$ cat config.mk
export PLATFORM = sky130hd
export DESIGN_NAME = engine_ctrl
export DESIGN_NICKNAME = d
export VERILOG_FILES = /design/src/common/engine_op_pkg.sv /design/src/common/engine_data_pkg.sv /design/src/engine/engine_ctrl.sv
export SDC_FILE = /design/constraint.sdc
export NUM_CORES = 1
export LEC_CHECK = 0
export BUFFER_PORTS_ARGS = -buffer_cell sky130_fd_sc_hd__buf_2
export CORE_MARGIN = 2
export CORE_UTILIZATION = 51
export DETAILED_ROUTE_END_ITERATION = 10
export GPL_ROUTABILITY_DRIVEN = 0
export PLACE_DENSITY = 0.76
export SLEW_MARGIN = 20
export SYNTH_ARGS = -nofsm -noshare
export SYNTH_HDL_FRONTEND = slang
export SYNTH_SLANG_ARGS = --single-unit
$ cat constraint.sdc
create_clock -name clk -period 2.4 [get_ports clk]
set_clock_uncertainty 0.05 [all_clocks]
set_input_delay 0 -clock clk [delete_from_list [all_inputs] [get_ports clk]]
set_output_delay 0 -clock clk [all_outputs]
set_load 0.02 [all_outputs]
$ cat src/common/engine_op_pkg.sv
package engine_op_pkg;

	// job kind where code 0 is never accepted
	typedef enum logic [1:0] {
		OP_NONE  = 2'd0,
		OP_CONV  = 2'd1,
		OP_MPOOL = 2'd2,
		OP_APOOL = 2'd3
	} op_t;

	// controller states
	typedef enum logic [2:0] {
		ST_IDLE  = 3'd0, // waiting for a start strobe
		ST_READ  = 3'd1, // one read per element of the window
		ST_DRAIN = 3'd2, // last samples still in the lanes
		ST_WRITE = 3'd3, // writeback busy with this window
		ST_DONE  = 3'd4  // line finished, single cycle
	} ctrl_state_t;

endpackage

$ cat src/common/engine_data_pkg.sv
package engine_data_pkg;

	// operand and result word
	localparam int DATA_W = 16;
	typedef logic signed [DATA_W-1:0] word_t;

	// lane accumulator
	localparam int ACC_W = 32;
	typedef logic signed [ACC_W-1:0] acc_t;

	// data and weight memory read address
	localparam int ADDR_W = 10;
	typedef logic [ADDR_W-1:0] addr_t;

endpackage

$ cat src/engine/engine_ctrl.sv
`timescale 1ns/100ps

module engine_ctrl
	import engine_op_pkg::*;
	import engine_data_pkg::*;
(
	input  logic        clk,
	input  logic        rst,
	input  logic        i_start,
	input  op_t         i_op,
	input  logic [7:0]  i_kernel_size,
	input  logic [3:0]  i_stride,
	input  logic [7:0]  i_o_side,
	input  logic        i_lanes_done,
	input  logic        i_wb_idle,
	output logic        o_busy,
	output logic        o_rd_en,
	output addr_t       o_d_addr,
	output addr_t       o_w_addr,
	output logic        o_lane_sample,
	output logic        o_lane_first,
	output logic        o_lane_last,
	output logic        o_line_done
);

	ctrl_state_t state;

	// job captured at start
	logic [7:0] kernel_r;
	logic [3:0] stride_r;
	logic [7:0] o_side_r;

	logic [7:0] elem; // element inside the window
	logic [7:0] win; // window inside the line
	addr_t      base; // data address of element 0

	logic start_ok;
	logic last_elem;
	logic last_win;

	assign start_ok  = i_start && (i_op != OP_NONE);
	assign last_elem = (elem == kernel_r - 8'd1);
	assign last_win  = (win == o_side_r - 8'd1);

	// addresses follow the counters directly
	assign o_rd_en  = (state == ST_READ);
	assign o_d_addr = base + addr_t'(elem);
	assign o_w_addr = addr_t'(elem);

	// ST_DONE already counts as free, line_done marks it
	assign o_busy      = (state != ST_IDLE) && (state != ST_DONE);
	assign o_line_done = (state == ST_DONE);

	always_ff @(posedge clk or posedge rst) begin
		if (rst) begin
			state    <= ST_IDLE;
			kernel_r <= 8'd0;
			stride_r <= 4'd0;
			o_side_r <= 8'd0;
			elem     <= 8'd0;
			win      <= 8'd0;
			base     <= '0;
		end else begin
			case (state)
				ST_IDLE, ST_DONE: begin
					if (start_ok) begin
						kernel_r <= i_kernel_size;
						stride_r <= i_stride;
						o_side_r <= i_o_side;
						elem     <= 8'd0;
						win      <= 8'd0;
						base     <= '0;
						state    <= ST_READ;
					end else begin
						state <= ST_IDLE;
					end
				end
				ST_READ: begin
					if (last_elem) begin
						elem  <= 8'd0;
						state <= ST_DRAIN;
					end else begin
						elem <= elem + 8'd1;
					end
				end
				ST_DRAIN: begin
					if (i_lanes_done)
						state <= ST_WRITE;
				end
				ST_WRITE: begin
					// next window only once the words are out
					if (i_wb_idle) begin
						if (last_win) begin
							state <= ST_DONE;
						end else begin
							win   <= win + 8'd1;
							base  <= base + addr_t'(stride_r);
							state <= ST_READ;
						end
					end
				end
				default: state <= ST_IDLE;
			endcase
		end
	end

	// memory answers one cycle after the read, so the lane strobes lag by one
	always_ff @(posedge clk or posedge rst) begin
		if (rst) begin
			o_lane_sample <= 1'b0;
			o_lane_first  <= 1'b0;
			o_lane_last   <= 1'b0;
		end else begin
			o_lane_sample <= o_rd_en;
			o_lane_first  <= o_rd_en && (elem == 8'd0);
			o_lane_last   <= o_rd_en && last_elem;
		end
	end

endmodule

==> metrics.yaml, run 1 <==
cts:
  cts.clk_slew.worst_paths_ns: 0.10
  cts_sinks: 52
  max-clock-path-buffers: 2
  clock_latency_ns: 0.31
  h-tree-depth: 2
  numCtsBuffers: 5
  cts_tree: "yes"
  clockRootBuffer: "clkbuf_8"
route:
  drc: 0
  via_per_inst: 5.55
  drtAntennaViolNets: 0
  wire_per_inst_um: 14.7
  wirelength_um: 8040
  drtIter0Drc: 201
  vias: 3046
  first_pass_iters: 4
synthesis:
  ys.flop_type: "dfrtp_1"
  ys_seq_area_share_pct: 39.8
  syn_avg_cell_area_sq_um: 8.76
  synthAdderAreaFrac_pct: 7.74
  synth_cell_type_count: 55
  synth-simple-area-share_pct: 23.2
  async_reset_ff_share_pct: 100
  synth_seq_cells: 52
  syn_area_sq_mm: 0.00327
  synth-xor-area-share_pct: 8.04
  ys_warn_count: 0
  synth-edff-count: 0
  synth_top_family_by_area: "simple AND/OR/NAND/NOR gates"
  synthCells: 373
  synth_compound_area_share_pct: 15.7
  muxShareOfSynthArea_pct: 0.919
floorplan:
  io_pins: 53
  die_h_um: 84.0
  dieArea_sq_mm: 0.00706
  dieWidth_um: 84.0
  placementRows: 29
  start_util_pct: 52.0
  core_area_sq_mm: 0.00628
critical_path:
  cp_cell_sequence: "inv_2 -> ha_4 -> or3b_4 -> nor3_4 -> xnor2_2 -> a2111o_1 -> a21oi_4 -> clkbuf_16 -> or3_1 -> a21oi_1"
  critical_path.startpoint_type: "flip-flop"
  worstPathArrival_ns: 2.70
  endpoint_kind: "flip-flop"
  cp_data_required_time_ns: 2.55
  critPathMaxStageDelay_ns: 0.49
  critPathSlowestCell: "a2111o_1"
  crit_buf_inv: 2
  critPathKind: "flip-flop to flip-flop"
  cp_max_fo: 5
  path_delay_family: "compound AO/OA/AOI/OAI gates"
sta:
  fin_ws_ns: -0.151
  worst_pin_slew_ns: 0.464
  min_period_ns: 2.55
  rsz0062_at_grt: "yes"
  fin_crit_sh_pct: 106
  finalSetupViolCount: 15
  relSlewSlack_pct: 68.2
  drv_slew: 0
  finalHoldViolations: 0
  setup_tns_ns: -1.70
  fmax_ghz: 0.392
global_routing:
  track_usage_pct: 23.3
  grt_max_degree: 27
  antenna_found_initial: 0
  grt_pass1_vias: 2962
  grt_overflow: 0
  grt_pass1_wl_um: 13600
finish:
  syn_to_final_growth_pct: 33.1
  drive_gt1_share_pct: 29.4
  diodes: 0
  nNetsFinal: 517
  fin_util_pct: 69.3
  mostFrequentLayoutCell: "nand2_1"
  final.fill_count: 475
  final_cell_mix: "73 x nand2_1, 50 x dfrtp_1, 48 x buf_2, 32 x buf_4, 22 x dlygate4sd3_1"
worst_hold_path:
  hp-class: "input port to async pin"
outcome:
  status: "finished with violations"
  violations: "setup timing"
power:
  p_leak_nw: 2.09
  peakVddDrop_uv: 626
  p_per_area_mw_per_mm2: 1080
place:
  port_buffers: 50
  dp.final_hpwl_um: 5630
  place_ws_ns: -0.117
job:
  drv_cap: 0
## worst reg2reg max path: stages (launching register included)
cell       delay [ns]
dfrtp_1          0.41
inv_2            0.09
ha_4             0.13
or3b_4           0.40
nor3_4           0.16
xnor2_2          0.10
a2111o_1         0.49
a21oi_4          0.28
clkbuf_16        0.19
or3_1            0.09
a21oi_1          0.05
## kinds of logic after synthesis
logic type | count (synthesis)
adder cells (fa/ha/maj) | 19
multiplexers | 3
XOR/XNOR | 30
flip-flops | 52
buffers and inverters | 31
AO/OA/AOI/OAI | 78
AND/OR/NAND/NOR | 159
other | 1
## Yosys cell counts (all sizes together), types with 4 or more instances
library cell / number / area [sq um]
nand2: 78 / 300
dfrtp: 52 / 1300
o21ai: 31 / 155
nor2: 20 / 75.1
a21oi: 17 / 88.8
ha: 17 / 213
nand3: 16 / 80.1
xnor2: 16 / 140
inv: 15 / 56.3
xor2: 14 / 123
clkbuf: 12 / 45.0
o31ai: 8 / 60.1
nor3: 6 / 35.0
nor2b: 5 / 31.3
or3: 5 / 31.3
and3: 4 / 25.0
buf: 4 / 41.3
or4: 4 / 33.8
## path summary, 6_finish.rpt
kind | start | to | slack [ns] | cells past startpoint
min in group clk | i_lanes_done | state[0]$_DFFE_PP0P_ | 0.28 | 4
max | o_side_r[1]$_DFFE_PP0P_ | base[9]$_DFFE_PP0P_ | -0.15 | 10
min reg2reg | kernel_r[7]$_DFFE_PP0P_ | kernel_r[7]$_DFFE_PP0P_ | 0.47 | 2
max reg2reg | o_side_r[1]$_DFFE_PP0P_ | base[9]$_DFFE_PP0P_ | -0.15 | 10
max in group asynchronous | rst | base[1]$_DFFE_PP0P_ | 1.55 | 4
min | rst | o_side_r[4]$_DFFE_PP0P_ | 0.11 | 3
## registers in the layout (all words and copies together) (netlist names)
| name | count |
|---|---|
| state | 3 |
| win | 8 |
| o_lane_sample | 1 |
| base | 10 |
| kernel_r | 8 |
| o_lane_first | 1 |
| o_lane_last | 1 |
| o_side_r | 8 |
| elem | 8 |
| stride_r | 4 |
## routing by layer
layer  global-route usage [%]  vias up  part of all wire (%)
li1                         -     1491                     -
met1                     32.1     1465                    46
met2                     39.5       82                    50
met3                     3.07        8                   3.3
met4                     4.25        0                  0.87
met5                        0        -                     0
## per-stage QoR
stage	instance area, sq um	std cells	hold slack (ns)	power [mW]
floorplan	3290	374	0.0554	3.06
global placement	3750	510	-0.0994	3.66
detailed placement	3750	510	-0.0977	3.76
CTS	4110	542	0.113	4.43
global route	4350	549	0.134	5.07
finish	4350	549	0.113	4.69
## repair_timing
action	4_1_cts	5_1_grt
endpoints found under the setup margin	18	26
cloned	0	2
resized for setup	5	48
hold buffers	22	0
endpoints found under the hold margin	74	0
setup buffers	2	5
pin swaps	4	26
## power breakdown
| group | leakage, nW | switching (mW) | internal [mW] |
|---|---|---|---|
| combinational | 1.36 | 1.40 | 1.17 |
| sequential | 0.675 | 0.338 | 1.16 |
| clock | 0.0541 | 0.304 | 0.309 |
## area by class of cell
class | count | area (sq um) | share of cell area (%)
sequential | 52 | 1300 | 30.0
clock buffer | 5 | 68.8 | 1.58
tap | 77 | 96.3 | 2.22
inverter | 15 | 56.3 | 1.29
clock inverter | 3 | 42.5 | 0.978
timing repair buffer | 106 | 782 | 18.0
multi-input combinational | 291 | 2000 | 46.0
No activity file was read; power rests on OpenSTA's default activity.
==> inputs of run 2 (changes only) <==
--- a/config.mk
+++ b/config.mk
@@ -6,7 +6,7 @@
 export NUM_CORES = 1
 export LEC_CHECK = 0
 export BUFFER_PORTS_ARGS = -buffer_cell sky130_fd_sc_hd__buf_2
-export CORE_MARGIN = 2
+export CORE_MARGIN = 1
 export CORE_UTILIZATION = 51
 export DETAILED_ROUTE_END_ITERATION = 10
 export GPL_ROUTABILITY_DRIVEN = 0
==> constraint.sdc (replaced) <==
create_clock -name clk -period 2.1 [get_ports clk]
set_clock_uncertainty 0.05 [all_clocks]
set_input_delay 0 -clock clk [delete_from_list [all_inputs] [get_ports clk]]
set_output_delay 0 -clock clk [all_outputs]
set_load 0.02 [all_outputs]
==> metrics.yaml, run 2 (same netlist as run 1, synthesis figures left out) <==
sta:
  worst_pin_slew_ns: 0.879
  drv_slew: 0
  relSlewSlack_pct: 41.2
  fin_crit_sh_pct: 123
  finalHoldViolations: 0
  fmax_ghz: 0.386
  finalSetupViolCount: 35
  rsz0062_at_grt: "yes"
  min_period_ns: 2.59
  fin_ws_ns: -0.488
  holdWs_ns: 0.110
global_routing:
  grtUsageMet1_pct: 37.0
  grt_pass1_wl_um: 15000
  use_met3_pct: 3.78
  grt_use_met2_pct: 51.4
  antenna_found_initial: 0
  grt_pass1_vias: 3261
  grt_busiest_layer: "met2"
  grt_overflow: 0
  track_usage_pct: 29.7
  grt_max_degree: 24
power:
  finalPower_mw: 6.51
  switching_share_pct: 44.1
  p_per_area_mw_per_mm2: 1350
  pwr-share-clk_pct: 12.8
  switchingPower_mw: 2.87
  p_comb_share_pct: 60.7
  pwr-share-seq_pct: 26.5
  p_int_mw: 3.64
  p_leak_nw: 2.31
  peakVddDrop_uv: 962
place:
  dp.final_hpwl_um: 5870
  port_buffers: 50
  place_ws_ns: -0.500
cts:
  clock_latency_ns: 0.31
  max-clock-path-buffers: 2
  cts.clk_slew.worst_paths_ns: 0.11
  cts_sinks: 52
  cts_tree: "yes"
  h-tree-depth: 2
  clockRootBuffer: "clkbuf_8"
  numCtsBuffers: 5
floorplan:
  dieWidth_um: 82.0
  start_util_pct: 53.9
  dieArea_sq_mm: 0.00673
  die_h_um: 82.0
  core_area_sq_mm: 0.00606
  placementRows: 28
  io_pins: 53
finish:
  top_register: "base"
  largest_reg_flops: 10
  drive_gt1_share_pct: 38.5
  mostFrequentLayoutCell: "nand2_1"
  diodes: 0
  syn_to_final_growth_pct: 47.5
  final_cell_mix: "77 x nand2_1, 60 x buf_4, 47 x dfrtp_1, 44 x buf_2, 22 x dlygate4sd3_1"
  nNetsFinal: 551
  final.fill_count: 358
route:
  vias: 3397
  drc: 0
  drtIter0Drc: 222
  wire_per_inst_um: 18.0
  first_pass_iters: 5
  via_per_inst: 5.85
  wirelength_um: 10400
  drtAntennaViolNets: 0
worst_hold_path:
  hp-class: "input port to async pin"
outcome:
  status: "finished with violations"
  violations: "setup timing"
critical_path:
  cp_max_fo: 5
  critPathKind: "flip-flop to flip-flop"
  endpoint_kind: "flip-flop"
  critical_path.startpoint_type: "flip-flop"
  cp_data_required_time_ns: 2.30
  worstPathArrival_ns: 2.79
job:
  drv_cap: 0
==> run 2: worst paths after layout <==
kind,depth (start not counted),startpoint,slack [ns],endpoint
min reg2reg,2,o_side_r[2]$_DFFE_PP0P_,0.46,o_side_r[2]$_DFFE_PP0P_
max reg2reg,10,o_side_r[1]$_DFFE_PP0P_,-0.49,base[1]$_DFFE_PP0P_
max,10,o_side_r[1]$_DFFE_PP0P_,-0.49,base[1]$_DFFE_PP0P_
min,3,rst,0.11,elem[4]$_DFFE_PP0P_
max in group asynchronous,4,rst,1.28,win[6]$_DFFE_PP0P_
min in group clk,4,i_lanes_done,0.26,state[0]$_DFFE_PP0P_
==> run 2: layer usage <==
layer  vias up  share of wire (%)
met3        31                6.6
li1       1555                  -
met4         0                3.5
met1      1649                 39
met5         -                  0
met2       162                 51
==> run 2: layout make-up <==
cell class / instances / area [sq um] / area share, %
clock buffers: 6 / 72.6 / 1.51
clock inverters: 2 / 60.1 / 1.25
inverters: 15 / 56.3 / 1.17
multi-input cells: 291 / 2160 / 44.7
flip-flops and latches: 52 / 1310 / 27.1
well taps: 75 / 93.8 / 1.95
repair buffers: 140 / 1070 / 22.3
==> run 2: timing repair <==
item | CTS | global route
buffers inserted | 7 | 8
resized for setup | 43 | 58
endpoints found under the setup margin | 35 | 36
pin swaps | 26 | 17
gates cloned | 2 | 0
hold endpoints to repair | 74 | 0
hold buffers | 22 | 0
==> run 2: power by group through the flow <==
stage               clock (mW)  combinational (mW)  sequential (mW)
floorplan                    0                1.84             1.71
global placement             0                2.83             1.66
detailed placement           0                2.95             1.68
CTS                      0.822                3.42             1.68
global route             0.867                4.23             1.76
finish                   0.833                3.95             1.73
==> run 2: worst max-delay path: stages, from the launching register on <==
cell	delay, ns
dfrtp_1	0.42
or4_4	0.59
a2111oi_4	0.28
nor2_4	0.05
a2111o_1	0.45
a21oi_4	0.24
buf_4	0.16
buf_6	0.09
buf_6	0.10
nand2_1	0.05
o21ai_1	0.07
==> run 2: metrics by stage <==
stage               cells  setup TNS (ns)  cell area (sq um)  utilization [%]
global route          581          -12.16               4820             79.5
floorplan             374           -4.46               3330                -
detailed placement    535           -7.85               3990             65.8
finish                581           -9.67               4820             79.5
global placement      535           -5.09               3990             65.8
CTS                   573           -7.54               4580             75.6
==> inputs of run 3 (changes only) <==
--- a/config.mk
+++ b/config.mk
@@ -5,12 +5,14 @@
 export SDC_FILE = /design/constraint.sdc
 export NUM_CORES = 1
 export LEC_CHECK = 0
+export ABC_AREA = 1
 export BUFFER_PORTS_ARGS = -buffer_cell sky130_fd_sc_hd__buf_2
 export CORE_MARGIN = 1
-export CORE_UTILIZATION = 51
+export CORE_UTILIZATION = 52
 export DETAILED_ROUTE_END_ITERATION = 10
 export GPL_ROUTABILITY_DRIVEN = 0
-export PLACE_DENSITY = 0.76
+export PLACE_DENSITY = 0.77
+export REMOVE_ABC_BUFFERS = 1
 export SLEW_MARGIN = 20
 export SYNTH_ARGS = -nofsm -noshare
 export SYNTH_HDL_FRONTEND = slang
==> metrics.yaml, run 3 <==
sta:
  rsz0062_at_grt: "yes"
  worst_pin_slew_ns: 0.743
  fin_crit_sh_pct: 104
  finalHoldViolations: 0
  relSlewSlack_pct: 50.4
  fin_ws_ns: -0.0760
  drv_slew: 0
  finalSetupViolCount: 8
  fmax_ghz: 0.460
  holdWs_ns: 0.0478
  min_period_ns: 2.18
route:
  via_per_inst: 5.51
  drtAntennaViolNets: 0
  drtIter0Drc: 253
  vias: 3667
  wirelength_um: 9980
  drc: 7
  wire_per_inst_um: 15.0
  first_pass_iters: 10
power:
  p_per_area_mw_per_mm2: 362
  p_leak_nw: 2.33
  peakVddDrop_uv: 228
outcome:
  violations: "DRC, setup timing"
  status: "finished with violations"
floorplan:
  core_area_sq_mm: 0.00649
  die_h_um: 84.8
  placementRows: 29
  start_util_pct: 54.9
  io_pins: 53
  dieWidth_um: 84.8
  dieArea_sq_mm: 0.00719
synthesis:
  syn_avg_cell_area_sq_um: 7.30
  synth-edff-count: 0
  ys_top_cells_by_area: "dfrtp_1 37%, nand2_1 14%, nor2_1 7.7%, ha_1 6.0%, inv_1 5.7%"
  synth_top_area_share_pct: 36.5
  synth_cell_type_count: 33
  synth_seq_cells: 52
  synthTopCellsByCount: "130 x nand2_1, 73 x nor2_1, 54 x inv_1, 52 x dfrtp_1, 38 x nand3_1"
  ys_warn_count: 0
  synthCells: 488
  syn_area_sq_mm: 0.00356
  async_reset_ff_share_pct: 100
  ys.flop_type: "dfrtp_1"
  ys_seq_area_share_pct: 36.5
  yosysTopAreaCell: "dfrtp_1"
  synth_most_common_cell: "nand2_1"
place:
  dp.cells: 615
  dp.final_hpwl_um: 5990
  place_area_sq_mm: 0.00394
  port_buffers: 50
global_routing:
  grt_pass1_wl_um: 14600
  grt_pass1_vias: 3277
  grt_overflow: 0
  antenna_found_initial: 0
  grt_max_degree: 53
  grtUsageMet1_pct: 32.4
  grt_use_met2_pct: 45.3
  track_usage_pct: 25.6
  use_met3_pct: 4.03
  grt_busiest_layer: "met2"
critical_path:
  cp_data_required_time_ns: 2.30
  worstPathArrival_ns: 2.38
  endpoint_kind: "flip-flop"
  cp_max_fo: 8
  critical_path.startpoint_type: "flip-flop"
  critPathKind: "flip-flop to flip-flop"
finish:
  largest_reg_flops: 10
  mostFrequentLayoutCell: "nand2_1"
  diodes: 0
  drive_gt1_share_pct: 29.8
  fin_util_pct: 72.8
  final.fill_count: 454
  fin_area_sq_mm: 0.00473
  final_cell_mix: "106 x nand2_1, 67 x nor2_1, 49 x inv_1, 46 x buf_2, 44 x dfrtp_1"
  top_register: "base"
  instances_no_fill: 665
  nNetsFinal: 633
  syn_to_final_growth_pct: 32.6
cts:
  clock_latency_ns: 0.32
  h-tree-depth: 2
  cts_tree: "yes"
  cts_sinks: 52
  cts.clk_slew.worst_paths_ns: 0.11
  numCtsBuffers: 5
  clockRootBuffer: "clkbuf_8"
  max-clock-path-buffers: 2
job:
  drv_cap: 0
worst_hold_path:
  hp-class: "input port to flip-flop"
[run 3: changes by cell type in the layout (fill, tap and decap cells not counted), sizes merged, moves of 4 or more]
cell   delta
or4       -4
buf      -39
mux2      +9
or3       -5
nand2    +60
o31ai     -8
nand3    +22
nor2b     -5
and3      -4
inv      +43
nor2     +56
xor2      +7
o21ai    -21
a21oi     +9
[run 3: final timing paths]
check                                         from                    end  slack, ns  depth (start not counted)
max                        o_side_r[1]$_DFFE_PP0P_    base[3]$_DFFE_PP0P_      -0.08                         16
min                                   i_lanes_done   state[1]$_DFFE_PP0P_       0.05                          5
max reg2reg                o_side_r[1]$_DFFE_PP0P_    base[3]$_DFFE_PP0P_      -0.08                         16
min reg2reg                    base[0]$_DFFE_PP0P_    base[0]$_DFFE_PP0P_       0.48                          2
max in group asynchronous                      rst    base[3]$_DFFE_PP0P_       1.16                          4
min in group asynchronous                      rst  o_lane_last$_DFF_PP0_       0.35                          4
[run 3: cell type report]
| cell class | instances | area, sq um | area share, % |
|---|---|---|---|
| clock buffer | 5 | 68.8 | 1.46 |
| clock inverter | 3 | 25.0 | 0.529 |
| inverter | 56 | 210 | 4.45 |
| multi-input combinational | 372 | 2310 | 49.0 |
| sequential | 52 | 1310 | 27.7 |
| tap | 77 | 96.3 | 2.04 |
| timing repair buffer | 100 | 701 | 14.8 |
[run 3: cell families after synthesis]
kind of cell	share of synthesized area [%]
simple gates	30.8
buf+inv	8.00
flops	36.5
compound gates	6.04
xor+xnor	8.60
fa+ha+maj	7.09
mux	2.84
other cells	0.105
[run 3: layer usage]
metal	routed length (um)	vias up
li1	-	1742
met1	4010	1720
met2	5010	162
met3	598	43
met4	357	0
met5	0	-
[run 3: timing repair]
item / in CTS / in global routing
hold endpoints to repair: 72 / 0
endpoints found under the setup margin: 23 / 30
hold buffers: 21 / 0
pin swaps: 4 / 19
setup buffers: 1 / 15
gates cloned: 3 / 2
resized for setup: 17 / 66
[run 3: metrics by stage]
step                setup TNS [ns]  setup slack (ns)  total power [mW]
finish                      -0.259           -0.0760              1.71
global route                 -2.76            -0.191              1.76
CTS                              0           0.00128              1.71
detailed placement           -1.22           -0.0857              1.07
global placement            -0.315           -0.0243              1.07
floorplan                   -0.148           -0.0991              1.04
[run 3: power by group]
part	internal [mW]	switching, mW	total (mW)
registers	1.00	0	1.00
logic	0.0437	0.0360	0.0797
clock network	0.244	0.389	0.633
[run 3: critical path, stage by stage, from the launching register on]
cell     delay (ns)
dfrtp_1        0.39
inv_2          0.06
ha_4           0.27
inv_2          0.03
nand2_1        0.06
nand2_1        0.06
nor2_2         0.11
nand2_1        0.06
nor2_1         0.10
nand2_1        0.07
nor2_1         0.12
nand2_1        0.11
nand2_4        0.15
nand2_8        0.14
nand2_8        0.18
nand2_2        0.07
nand2_1        0.08
