[config.mk]
export PLATFORM = sky130hd
export DESIGN_NAME = writeback
export DESIGN_NICKNAME = d
export VERILOG_FILES = /design/src/common/engine_op_pkg.sv /design/src/common/engine_data_pkg.sv /design/src/engine/writeback.sv
export SDC_FILE = /design/constraint.sdc
export NUM_CORES = 1
export LEC_CHECK = 0
export CAP_MARGIN = 25
export CORE_MARGIN = 2
export CORE_UTILIZATION = 30
export CTS_BUF_LIST = sky130_fd_sc_hd__clkbuf_4
export CTS_CLUSTER_SIZE = 30
export DETAILED_ROUTE_END_ITERATION = 10
export DONT_BUFFER_PORTS = 1
export GPL_TIMING_DRIVEN = 0
export PLACE_DENSITY = 0.47
export SYNTH_ARGS = -nofsm -noshare
export SYNTH_HDL_FRONTEND = slang
export SYNTH_SLANG_ARGS = --single-unit
[constraint.sdc]
create_clock -name clk -period 7 [get_ports clk]
set_input_delay 0.7 -clock clk [delete_from_list [all_inputs] [get_ports clk]]
set_output_delay 0.7 -clock clk [all_outputs]
set_load 0.02 [all_outputs]
[src/common/engine_op_pkg.sv]
package engine_op_pkg;

	// job kind where code 0 is never accepted
	typedef enum logic [1:0] {
		OP_NONE  = 2'd0,
		OP_CONV  = 2'd1,
		OP_MPOOL = 2'd2,
		OP_APOOL = 2'd3
	} op_t;

	// controller states
	typedef enum logic [2:0] {
		ST_IDLE  = 3'd0, // waiting for a start strobe
		ST_READ  = 3'd1, // one read per element of the window
		ST_DRAIN = 3'd2, // last samples still in the lanes
		ST_WRITE = 3'd3, // writeback busy with this window
		ST_DONE  = 3'd4  // line finished, single cycle
	} ctrl_state_t;

endpackage

[src/common/engine_data_pkg.sv]
package engine_data_pkg;

	// operand and result word
	localparam int DATA_W = 16;
	typedef logic signed [DATA_W-1:0] word_t;

	// lane accumulator
	localparam int ACC_W = 32;
	typedef logic signed [ACC_W-1:0] acc_t;

	// data and weight memory read address
	localparam int ADDR_W = 10;
	typedef logic [ADDR_W-1:0] addr_t;

endpackage

[src/engine/writeback.sv]
`timescale 1ns/100ps

module writeback
	import engine_op_pkg::*;
	import engine_data_pkg::*;
#(
	parameter int LANES     = 8,
	parameter int FRAC_BITS = 8
) (
	input  logic              clk,
	input  logic              rst,
	input  op_t               i_op,
	input  word_t             i_bias,
	input  logic [7:0]        i_kernel_size,
	input  logic              i_valid,
	input  acc_t [LANES-1:0]  i_results,
	output logic              o_idle,
	output logic              o_out_valid,
	output word_t             o_out_word
);

	localparam int LW = (LANES > 1) ? $clog2(LANES) : 1;
	localparam int CW = $clog2(ACC_W);
	localparam logic signed [ACC_W:0] W_MAX = (2 ** (DATA_W - 1)) - 1;
	localparam logic signed [ACC_W:0] W_MIN = -(2 ** (DATA_W - 1));

	localparam logic [1:0] WB_IDLE = 2'd0;
	localparam logic [1:0] WB_CONV = 2'd1; // bias, saturate, relu
	localparam logic [1:0] WB_POOL = 2'd2; // max-pool serializer
	localparam logic [1:0] WB_DIV  = 2'd3; // average-pool divider

	logic [1:0]    phase;
	logic [LW-1:0] idx;
	logic [LW-1:0] idx_nx;
	logic [CW-1:0] cnt;

	acc_t                    lane_sum;
	acc_t                    sum_r;
	logic signed [ACC_W:0]   conv_pre;

	// restoring divider whose remainder stays below the 8 bit divisor
	logic [ACC_W-1:0]        quo;
	logic [ACC_W-1:0]        quo_nx;
	logic [8:0]              rem;
	logic [8:0]              rem_sh;
	logic [8:0]              rem_nx;
	logic                    geq;
	logic                    neg;
	logic signed [ACC_W:0]   div_q;

	function automatic word_t sat16(input logic signed [ACC_W:0] v);
		if (v > W_MAX)
			return W_MAX[DATA_W-1:0];
		else if (v < W_MIN)
			return W_MIN[DATA_W-1:0];
		return v[DATA_W-1:0];
	endfunction

	function automatic logic [ACC_W-1:0] acc_mag(input acc_t a);
		return a[ACC_W-1] ? -a : a;
	endfunction

	always_comb begin
		lane_sum = '0;
		for (int l = 0; l < LANES; l++)
			lane_sum = lane_sum + i_results[l]; // wraps at 32 bits
	end

	assign conv_pre = (sum_r >>> FRAC_BITS) + i_bias;

	assign rem_sh = {rem[7:0], quo[ACC_W-1]};
	assign geq    = (rem_sh >= {1'b0, i_kernel_size});
	assign rem_nx = geq ? rem_sh - {1'b0, i_kernel_size} : rem_sh;
	assign quo_nx = {quo[ACC_W-2:0], geq};
	assign div_q  = neg ? -$signed({1'b0, quo_nx}) : $signed({1'b0, quo_nx});

	assign idx_nx = idx + LW'(1);
	assign o_idle = (phase == WB_IDLE);

	always_ff @(posedge clk or posedge rst) begin
		if (rst) begin
			phase       <= WB_IDLE;
			idx         <= '0;
			cnt         <= '0;
			o_out_valid <= 1'b0;
		end else begin
			o_out_valid <= 1'b0;
			case (phase)
				WB_IDLE: begin
					if (i_valid) begin
						case (i_op)
							OP_CONV: phase <= WB_CONV;
							OP_MPOOL: begin
								// lane 0 leaves right away
								o_out_valid <= 1'b1;
								idx         <= LW'(1);
								phase       <= (LANES > 1) ? WB_POOL : WB_IDLE;
							end
							OP_APOOL: begin
								idx   <= '0;
								cnt   <= '0;
								phase <= WB_DIV;
							end
							default: ;
						endcase
					end
				end
				WB_CONV: begin
					o_out_valid <= 1'b1;
					phase       <= WB_IDLE;
				end
				WB_POOL: begin
					o_out_valid <= 1'b1;
					if (idx == LW'(LANES - 1))
						phase <= WB_IDLE;
					else
						idx <= idx_nx;
				end
				WB_DIV: begin
					cnt <= cnt + CW'(1);
					if (cnt == CW'(ACC_W - 1)) begin
						o_out_valid <= 1'b1;
						cnt         <= '0;
						if (idx == LW'(LANES - 1))
							phase <= WB_IDLE;
						else
							idx <= idx_nx;
					end
				end
				default: phase <= WB_IDLE;
			endcase
		end
	end

	always_ff @(posedge clk) begin
		case (phase)
			WB_IDLE: begin
				if (i_valid) begin
					sum_r      <= lane_sum;
					o_out_word <= i_results[0][DATA_W-1:0];
					quo        <= acc_mag(i_results[0]);
					neg        <= i_results[0][ACC_W-1];
					rem        <= '0;
				end
			end
			WB_CONV: o_out_word <= (conv_pre < 0) ? '0 : sat16(conv_pre);
			WB_POOL: o_out_word <= i_results[idx][DATA_W-1:0]; // truncated
			WB_DIV: begin
				if (cnt == CW'(ACC_W - 1)) begin
					o_out_word <= sat16(div_q);
					rem        <= '0;
					// load the next lane while this word goes out
					if (idx != LW'(LANES - 1)) begin
						quo <= acc_mag(i_results[idx_nx]);
						neg <= i_results[idx_nx][ACC_W-1];
					end
				end else begin
					quo <= quo_nx;
					rem <= rem_nx;
				end
			end
			default: ;
		endcase
	end

endmodule

==> results of run 1 <==
==> stage by stage <==
stage          instances  utilization  TNS, ps  cell area [um2]  setup slack, ps
6_report            2484        0.327        0            18100              746
5_1_grt             2483        0.327        0            18100              318
3_3_place_gp        2457        0.322   -11420            17800             -360
4_1_cts             2481        0.326        0            18100              685
3_5_place_dp        2465        0.324        0            17900              371
2_1_floorplan       1709            -        0            16900             1470
==> how the worst max path moves through the flow <==
stage,to,cells after the start,slack (ps),startpoint
after floorplan,sum_r[31],17,1470,i_results[14]
after global placement,quo[31],5,-360,phase[0]
after detailed placement,o_out_word[14],20,370,i_kernel_size[2]
after CTS,o_out_word[14],20,690,quo[31]
after global routing,o_out_word[13],17,320,rem[1]
final,o_out_word[14],19,750,rem[1]
==> cells in the final DEF (no fill, tap or decap), types with 22 or more instances in the layout <==
| cell | n |
|---|---|
| mux4_2 | 96 |
| o31ai_1 | 22 |
| ha_1 | 76 |
| edfxtp_1 | 81 |
| inv_1 | 219 |
| a21oi_1 | 84 |
| nor2_1 | 103 |
| fa_1 | 183 |
| mux2i_1 | 46 |
| xnor2_1 | 90 |
| nor3_1 | 30 |
| clkbuf_1 | 46 |
| nand2_1 | 108 |
| xor2_1 | 39 |
| nand2b_1 | 24 |
| nand3_1 | 29 |
| o21ai_0 | 92 |
==> layer usage <==
layer	vias up	share of wire
li1	6197	-
met1	7173	0.41
met2	646	0.47
met3	49	0.10
met4	0	0.018
met5	-	0
==> logic make-up (layout without fill, tap and decap cells) <==
kind of cell,Yosys count,in the layout,share of synthesized area
AND/OR/NAND/NOR,411,411,0.123
AO/OA/AOI/OAI,360,360,0.140
buffers and inverters,302,327,0.0711
XOR/XNOR,129,129,0.0670
flip-flops,92,92,0.161
multiplexers,156,156,0.165
other,0,2,0
adder cells (fa/ha/maj),259,259,0.274
==> area by class of cell <==
cell class              instances  area (um2)  area share
clock buffers                   9        67.6     0.00374
well taps                     748         936      0.0518
clock inverters                 7        42.5     0.00235
plain buffers                  81         369      0.0204
multi-input cells            1315       13000       0.718
inverters                     221         830      0.0459
flip-flops and latches         92        2710       0.150
diodes                          2        5.00    0.000277
repair buffers                  9         143     0.00790
==> state kept, by name, summed over array words and instances, names as in the netlist <==
| register | count |
|---|---|
| o_out_word | 16 |
| rem | 8 |
| cnt | 5 |
| o_out_valid | 1 |
| quo | 32 |
| phase | 2 |
| neg | 1 |
| sum_r | 24 |
| idx | 3 |
==> where the power goes <==
part           total, mW  internal (mW)  leakage, nW  switching [mW]
Clock              0.293         0.0712       0.0612           0.222
Sequential          1.33           1.07        0.925           0.255
Combinational       7.15           2.92         5.86            4.23
Total               8.77           4.07         6.85            4.70
==> critical path, cell delays in order, from the launching register on <==
cell,delay [ps]
edfxtp_1,420
ha_1,350
a32oi_1,220
a31oi_1,120
o21ai_0,540
clkbuf_1,480
nand2_1,290
clkinv_1,270
ha_1,250
nor2b_1,390
nand4_2,380
o31a_1,420
nor3_1,160
o22a_1,170
nand4_1,110
nor3_1,550
a31oi_1,240
buf_2,240
nor3b_1,220
o22ai_1,190
==> flow_metrics.env, run 1 <==
export IMPL_status="completed"
export IMPL_finalCritPeriodShare=0.893
export IMPL_grtUsageMet2=0.406
export IMPL_cts_setup_buffers=0
export IMPL_setup_viol=0
export IMPL_yosysWarnings=0
export IMPL_dieHeight_um=241
export IMPL_gp_congestion=0.943
export IMPL_worst_path_max_fanout=10
export IMPL_root_buffer="clkbuf_4"
export IMPL_cts_hold_buffers=0
export IMPL_synth_area_mm2=0.0169
export IMPL_synth_area_leaders="fa_1, edfxtp_1, mux4_2"
export IMPL_wirelength_mm=68.9
export IMPL_grt_max_degree=24
export IMPL_synthArstFlopShare=0.120
export IMPL_max_slew_margin=0.314
export IMPL_path_clk_slew_ps=200
export IMPL_timing_fmax_mhz=160
export IMPL_synth_nets=2253
export IMPL_synth_common_cells="inv_1, fa_1, nand2_1, nor2_1, mux4_2"
export IMPL_min_period_ps=6250
export IMPL_initialDrtViolationCount=1126
export IMPL_reg2reg_depth=19
export IMPL_grt_pass1_vias=14900
export IMPL_r2r_end="o_out_word[14]"
export IMPL_finalHoldViolations=0
export IMPL_io_buffers=0
export IMPL_core_mm2=0.0553
export IMPL_fillerInstances=5808
export IMPL_cts_sinks=92
export IMPL_track_usage=0.241
export IMPL_cts_made_buffers=9
export IMPL_ys_flop_type="edfxtp_1"
export IMPL_tightest_slew_ps=1030
export IMPL_use_met1=0.310
export IMPL_hold_slack_ps=98.9
export IMPL_htree_levels=3
export IMPL_drv_slew=0
export IMPL_routed_via_density=5.66
export IMPL_wl_per_cell_um=27.7
export IMPL_ir_drop_uv=164
export IMPL_grt_overflow_total=0
export IMPL_drcViolationCount=0
export IMPL_area_growth_pct=7.15
export IMPL_crit_required_ps=7280
export IMPL_row_count=86
export IMPL_powerDensity_mw_per_mm2=485
export IMPL_leakage_nw=6.85
export IMPL_antenna_found_initial=1
export IMPL_busiest_layer="met2"
export IMPL_yosysUniqueCellTypes=81
export IMPL_drtAntennaViolNets=0
export IMPL_synth_top_area_cell="fa_1"
export IMPL_reg2reg_setup_slack_ps=750
export IMPL_max_clock_path_buffers=2
export IMPL_first_pass_iters=5
export IMPL_cts_tree="yes"
export IMPL_grt_pass1_wl_mm=102
export IMPL_drive_above_1_share=0.103
export IMPL_rsz0062_at_grt="false"
export IMPL_clock_latency_ps=530
export IMPL_dp_hpwl_mm=59.0
export IMPL_cp_arrival_ps=6540
export IMPL_die_area_mm2=0.0581
export IMPL_rr_startpoint="rem[1]"
export IMPL_ys_seq_area_frac=0.161
export IMPL_yosysTopAreaCellShare=0.217
export IMPL_vias=14100
export IMPL_cp_end_kind="flip-flop"
export IMPL_synth_cells=1709
export IMPL_post_cts_resized=0
export IMPL_initial_core_util=0.305
export IMPL_crit_path_start_kind="flip-flop"
export IMPL_fin_nets=2273
export IMPL_grt_util_met3=0.0650
export IMPL_synth_enable_flop_cells=81
export IMPL_power_mw=8.77
export IMPL_synth_avg_cell_area_um2=9.87
export IMPL_synth_most_common_cell="inv_1"
export IMPL_cap_violations=0
export IMPL_ys_ff_latch=92
export IMPL_crit_type="reg2reg"
export IMPL_finClkSkew_ps=45.9
export IMPL_die_x_um=241
export IMPL_pin_count=303
export IMPL_hold_path_class="in2async"
Note: power is estimated with default switching activity, not from simulation.
==> inputs of run 2 (changes only) <==
--- a/config.mk
+++ b/config.mk
@@ -5,6 +5,7 @@
 export SDC_FILE = /design/constraint.sdc
 export NUM_CORES = 1
 export LEC_CHECK = 0
+export ABC_AREA = 1
 export CAP_MARGIN = 25
 export CORE_MARGIN = 2
 export CORE_UTILIZATION = 30
@@ -14,6 +15,7 @@
 export DONT_BUFFER_PORTS = 1
 export GPL_TIMING_DRIVEN = 0
 export PLACE_DENSITY = 0.47
+export SETUP_SLACK_MARGIN = 0.1
 export SYNTH_ARGS = -nofsm -noshare
 export SYNTH_HDL_FRONTEND = slang
 export SYNTH_SLANG_ARGS = --single-unit
==> flow_metrics.env, run 2 <==
export IMPL_status="completed"
export IMPL_regArea_mm2=0.00271
export IMPL_ys_seq_area_frac=0.149
export IMPL_synth_nets=3178
export IMPL_die_x_um=250
export IMPL_clockPowerShare=0.033
export IMPL_worst_path_max_fanout=6
export IMPL_rsz0062_at_grt="false"
export IMPL_yosysUniqueCellTypes=57
export IMPL_path_clk_slew_ps=220
export IMPL_antenna_found_initial=2
export IMPL_multiInputGateArea_mm2=0.0134
export IMPL_largest_reg_flops=32
export IMPL_tns_ps=0
export IMPL_finalHoldViolations=0
export IMPL_synth_most_common_cell="nand2_1"
export IMPL_cts_hold_buffers=1
export IMPL_grt_pass1_wl_mm=129
export IMPL_yosysWarnings=0
export IMPL_powerDensity_mw_per_mm2=570
export IMPL_grt_pass1_vias=18600
export IMPL_first_pass_iters=8
export IMPL_timing_fmax_mhz=203
export IMPL_dpl_instance_area_mm2=0.0192
export IMPL_path_common_cell="fa_1"
export IMPL_rr_startpoint="rem[1]"
export IMPL_root_buffer="clkbuf_4"
export IMPL_swShare=0.623
export IMPL_synth_common_cells="nand2_1, inv_1, nor2_1, o21ai_0, a21oi_1"
export IMPL_gp_congestion=1.01
export IMPL_synth_area_mm2=0.0182
export IMPL_synthArstFlopShare=0.120
export IMPL_fillerInstances=6742
export IMPL_synth_avg_cell_area_um2=6.90
export IMPL_synth_enable_flop_cells=81
export IMPL_core_mm2=0.0601
export IMPL_path_cells="fa_1 > fa_1 > fa_1 > fa_1 > ha_1 > nand2_1 > nor2_1 > o21ai_0 > nand2_1 > inv_1 > o31ai_1 > a21oi_1 > o21ai_0 > nand3_1 > nand2_1 > a21oi_1 > xnor2_1"
export IMPL_ys_flop_type="edfxtp_1"
export IMPL_cpMaxStageDelayCell="o21ai_0"
export IMPL_crit_required_ps=7400
export IMPL_synth_top_area_cell="fa_1"
export IMPL_final_area_mm2=0.0194
export IMPL_p_sw_mw=6.88
export IMPL_hold_depth=2
export IMPL_drtAntennaViolNets=0
export IMPL_grt_overflow_total=0
export IMPL_tightest_slew_ps=1020
export IMPL_initial_core_util=0.302
export IMPL_max_clock_path_buffers=2
export IMPL_post_cts_resized=0
export IMPL_finalCritPeriodShare=0.703
export IMPL_leakage_nw=8.60
export IMPL_vias=19000
export IMPL_synth_area_leaders="fa_1, edfxtp_1, nand2_1"
export IMPL_ir_drop_uv=226
export IMPL_setup_viol=0
export IMPL_finClkSkew_ps=34.3
export IMPL_reg2reg_setup_slack_ps=2470
export IMPL_cap_violations=0
export IMPL_die_area_mm2=0.0626
export IMPL_layout_commonest_cell="nand2_1"
export IMPL_yosysTopAreaCellShare=0.202
export IMPL_mostFrequentLayoutCells="nand2_1, inv_1, nor2_1, o21ai_0, a21oi_1"
export IMPL_track_usage=0.284
export IMPL_area_growth_pct=6.64
export IMPL_dp_hpwl_mm=77.5
export IMPL_drive_above_1_share=0.0441
export IMPL_cts_setup_buffers=0
export IMPL_fin_nets=3193
export IMPL_crit_type="in2reg"
export IMPL_wl_per_cell_um=26.3
export IMPL_cp_arrival_ps=5310
export IMPL_ys_ff_latch=92
export IMPL_initialDrtViolationCount=1936
export IMPL_r2r_end="o_out_word[5]"
export IMPL_crit_path_start_kind="input pin"
export IMPL_pin_count=303
export IMPL_cts_made_buffers=9
export IMPL_power_frac_seq=0.116
export IMPL_cts_tree="yes"
export IMPL_cpPeakStageDelay_ps=690
export IMPL_max_slew_margin=0.323
export IMPL_drcViolationCount=0
export IMPL_cp_end_kind="flip-flop"
export IMPL_worstHoldStart="i_results[0]"
export IMPL_io_buffers=0
export IMPL_wirelength_mm=90.3
export IMPL_dieHeight_um=250
export IMPL_reg2reg_depth=25
export IMPL_htree_levels=3
export IMPL_cts_sinks=92
export IMPL_synth_cells=2634
export IMPL_top_register="quo"
export IMPL_min_period_ps=4920
export IMPL_drv_slew=0
export IMPL_clock_latency_ps=640
export IMPL_power_internal_mw=4.17
export IMPL_hold_path_class="in2reg"
export IMPL_row_count=90
export IMPL_hold_end="o_out_word[0]"
export IMPL_p_comb_frac=0.851
export IMPL_grt_max_degree=28
export IMPL_largest_registers="quo x32, sum_r x24, o_out_word x16"
export IMPL_routed_via_density=5.52
==> run 2: per-layer routing <==
metal  GRT usage  wire length (um)
met4      0.0883              2690
met1       0.358             36900
met3       0.112             10900
met2       0.444             39800
met5           0                 0
==> run 2: cells by family (layout without fill, tap and decap cells) <==
| family | after synthesis | after routing | share of synthesized area |
|---|---|---|---|
| and+or+nand+nor | 993 | 993 | 0.231 |
| AOI/OAI and AO/OA | 683 | 683 | 0.207 |
| buffers and inverters | 514 | 534 | 0.115 |
| adders and majority gates | 259 | 259 | 0.254 |
| xor gates and xnor gates | 93 | 93 | 0.0448 |
| DFF | 92 | 92 | 0.149 |
| other | 0 | 4 | 0 |
==> run 2: how the worst max path moves through the flow <==
stage,start,end,slack [ps]
after global routing,i_results[3],sum_r[27],1760
after detailed placement,i_results[3],sum_r[27],1470
after CTS,i_results[3],sum_r[27],2170
after floorplan,i_results[3],sum_r[27],2300
final,i_results[3],sum_r[27],2080
after global placement,phase[0],quo[26],830
==> run 2: power by group through the flow <==
stage / Combinational (mW) / Clock [mW] / Sequential (mW)
after detailed placement: 9.21 / 0 / 1.31
after CTS: 9.25 / 0.369 / 1.29
final: 9.40 / 0.363 / 1.29
after global placement: 9.15 / 0 / 1.31
after global routing: 10.3 / 0.384 / 1.31
after floorplan: 6.30 / 0 / 1.24
==> run 2: critical path, delay by kind of cell <==
family / cells / cell delay (ps)
fa+ha+maj: 5 / 2350
simple gates: 5 / 640
buf+inv: 1 / 60
xor+xnor: 1 / 150
compound gates: 5 / 1390
==> run 2: layout make-up <==
cell class              instances  share of cell area
diodes                          4            0.000516
plain buffers                 108              0.0292
clock buffers                   9             0.00349
clock inverters                 7             0.00400
inverters                     406              0.0786
multi-input cells            2028               0.691
flip-flops and latches         92               0.140
well taps                     782              0.0505
repair buffers                  4             0.00323
==> run 2: metrics by stage <==
| step | hold WS (ps) | utilization | cells | setup WS (ps) | power [mW] |
|---|---|---|---|---|---|
| floorplan | 481 | - | 2634 | 2300 | 7.53 |
| global placement | 502 | 0.319 | 3416 | 831 | 10.5 |
| detailed placement | 510 | 0.319 | 3418 | 1470 | 10.5 |
| CTS | 192 | 0.322 | 3435 | 2170 | 10.9 |
| global route | 206 | 0.322 | 3437 | 1760 | 12.0 |
| finish | 225 | 0.322 | 3440 | 2080 | 11.1 |
==> inputs of run 3 (changes only) <==
--- a/config.mk
+++ b/config.mk
@@ -14,7 +14,7 @@
 export DETAILED_ROUTE_END_ITERATION = 10
 export DONT_BUFFER_PORTS = 1
 export GPL_TIMING_DRIVEN = 0
-export PLACE_DENSITY = 0.47
+export PLACE_DENSITY = 0.48
 export SETUP_SLACK_MARGIN = 0.1
 export SYNTH_ARGS = -nofsm -noshare
 export SYNTH_HDL_FRONTEND = slang
==> constraint.sdc (replaced) <==
create_clock -name clk -period 4.5 [get_ports clk]
set_input_delay 0.45 -clock clk [delete_from_list [all_inputs] [get_ports clk]]
set_output_delay 0.45 -clock clk [all_outputs]
set_load 0.02 [all_outputs]
==> flow_metrics.env, run 3 (synthesis gave the netlist of run 2 again) <==
export IMPL_die_area_mm2=0.0626
export IMPL_pin_count=303
export IMPL_drv_slew=0
export IMPL_core_mm2=0.0601
export IMPL_clockPowerShare=0.032
export IMPL_grt_overflow_total=0
export IMPL_grt_max_degree=28
export IMPL_track_usage=0.285
export IMPL_wirelength_mm=90.5
export IMPL_largest_registers="quo x32, sum_r x24, o_out_word x16"
export IMPL_tightest_slew_ps=1040
export IMPL_hold_path_class="in2reg"
export IMPL_mostFrequentLayoutCells="nand2_1, inv_1, nor2_1, o21ai_0, a21oi_1"
export IMPL_layoutNonFillerInstCount=3453
export IMPL_die_x_um=250
export IMPL_drtAntennaViolNets=0
export IMPL_finalCritPeriodShare=0.945
export IMPL_top_register="quo"
export IMPL_max_slew_margin=0.307
export IMPL_vias=19200
export IMPL_setup_viol=0
export IMPL_p_sw_mw=10.8
export IMPL_htree_levels=3
export IMPL_leakage_nw=8.66
export IMPL_cp_arrival_ps=4650
export IMPL_dieHeight_um=250
export IMPL_rsz0062_at_grt="true"
export IMPL_largest_reg_flops=32
export IMPL_routed_via_density=5.56
export IMPL_initial_core_util=0.302
export IMPL_worst_path_max_fanout=7
export IMPL_cts_made_buffers=9
export IMPL_finalHoldViolations=0
export IMPL_crit_required_ps=4900
export IMPL_finClkSkew_ps=22.2
export IMPL_min_period_ps=4250
export IMPL_fin_nets=3205
export IMPL_power_internal_mw=6.56
export IMPL_powerDensity_mw_per_mm2=887
export IMPL_crit_path_start_kind="input pin"
export IMPL_io_buffers=0
export IMPL_layout_commonest_cell="nand2_1"
export IMPL_dp_hpwl_mm=77.2
export IMPL_first_pass_iters=7
export IMPL_cp_end_kind="flip-flop"
export IMPL_swShare=0.623
export IMPL_wl_per_cell_um=26.2
export IMPL_cts_tree="yes"
export IMPL_row_count=90
export IMPL_ir_drop_uv=383
export IMPL_cap_violations=0
export IMPL_area_growth_pct=7.80
export IMPL_max_clock_path_buffers=2
export IMPL_root_buffer="clkbuf_4"
export IMPL_clock_latency_ps=650
export IMPL_placed_cells=3417
export IMPL_cts_sinks=92
export IMPL_antenna_found_initial=8
export IMPL_power_mw=17.4
export IMPL_drcViolationCount=0
export IMPL_drive_above_1_share=0.0495
export IMPL_grt_pass1_vias=18800
export IMPL_gp_congestion=1.02
export IMPL_initialDrtViolationCount=2252
export IMPL_status="completed"
export IMPL_path_clk_slew_ps=200
export IMPL_crit_type="in2reg"
export IMPL_power_frac_seq=0.115
export IMPL_timing_fmax_mhz=235
export IMPL_p_comb_frac=0.853
export IMPL_grt_pass1_wl_mm=130
==> run 3: final cells by class <==
class	count	area, um2
fill	6756	40500
multi-input combinational	2028	13500
sequential	92	2710
inverter	406	1520
tap	782	978
buffer	108	569
timing repair buffer	16	183
clock inverter	7	75.1
clock buffer	9	67.6
antenna	5	12.5
==> run 3: critical path, stage by stage <==
cell and delay, ps:
fa_1 540, fa_1 530, fa_1 530, fa_1 510, ha_1 390, a21oi_1 170, inv_1 50, a31oi_1 240
o221ai_1 170, a21oi_2 240, o21ai_0 270, nand3_1 140, nand2_1 100, nand2_1 70, o211ai_1 90, xor2_1 160
==> run 3: what timing repair did <==
item,in CTS,in global routing
resized for setup,1,19
endpoints found under the setup margin,1,23
buffers inserted,0,2
pin swaps,0,3
hold buffers,12,0
hold endpoints to repair,22,0
==> run 3: through the flow <==
step | setup TNS, ps | utilization | setup slack [ps] | cell area (um2) | hold slack, ps
after floorplan | 0 | - | 157 | 18200 | 302
after global placement | -59740 | 0.319 | -1720 | 19200 | 380
after detailed placement | -5220 | 0.319 | -569 | 19200 | 372
after CTS | 0 | 0.324 | 115 | 19500 | 1.38
after global routing | 0 | 0.326 | 56.7 | 19600 | -22.4
final | 0 | 0.326 | 246 | 19600 | 44.6
==> run 3: worst paths after layout <==
| check | from | slack (ps) | end | depth (start not counted) |
|---|---|---|---|---|
| min | i_results[1] | 40 | o_out_word[1] | 2 |
| max in group asynchronous | rst | 3970 | cnt[4] | 2 |
| max | i_results[8] | 250 | sum_r[29] | 16 |
| max reg2reg | sum_r[8] | 360 | o_out_word[4] | 21 |
| min in group asynchronous | rst | 230 | phase[1] | 2 |
| min reg2reg | cnt[4] | 570 | cnt[4] | 2 |
==> run 3: metal layers <==
layer  track usage  vias to the layer above  routed length (um)
li1              -                     8733                   -
met3         0.100                      118               11200
met2         0.448                     1048               39900
met4        0.0917                        2                2880
met5             0                        -                  13
met1         0.363                     9307               36500
==> run 3: power by group through the flow <==
stage	clock network (mW)	registers [mW]	logic [mW]
3_5_place_dp	0	2.03	14.4
3_3_place_gp	0	2.03	14.3
5_1_grt	0.612	2.03	16.2
4_1_cts	0.584	2.00	14.5
6_report	0.561	2.00	14.8
2_1_floorplan	0	1.92	9.80
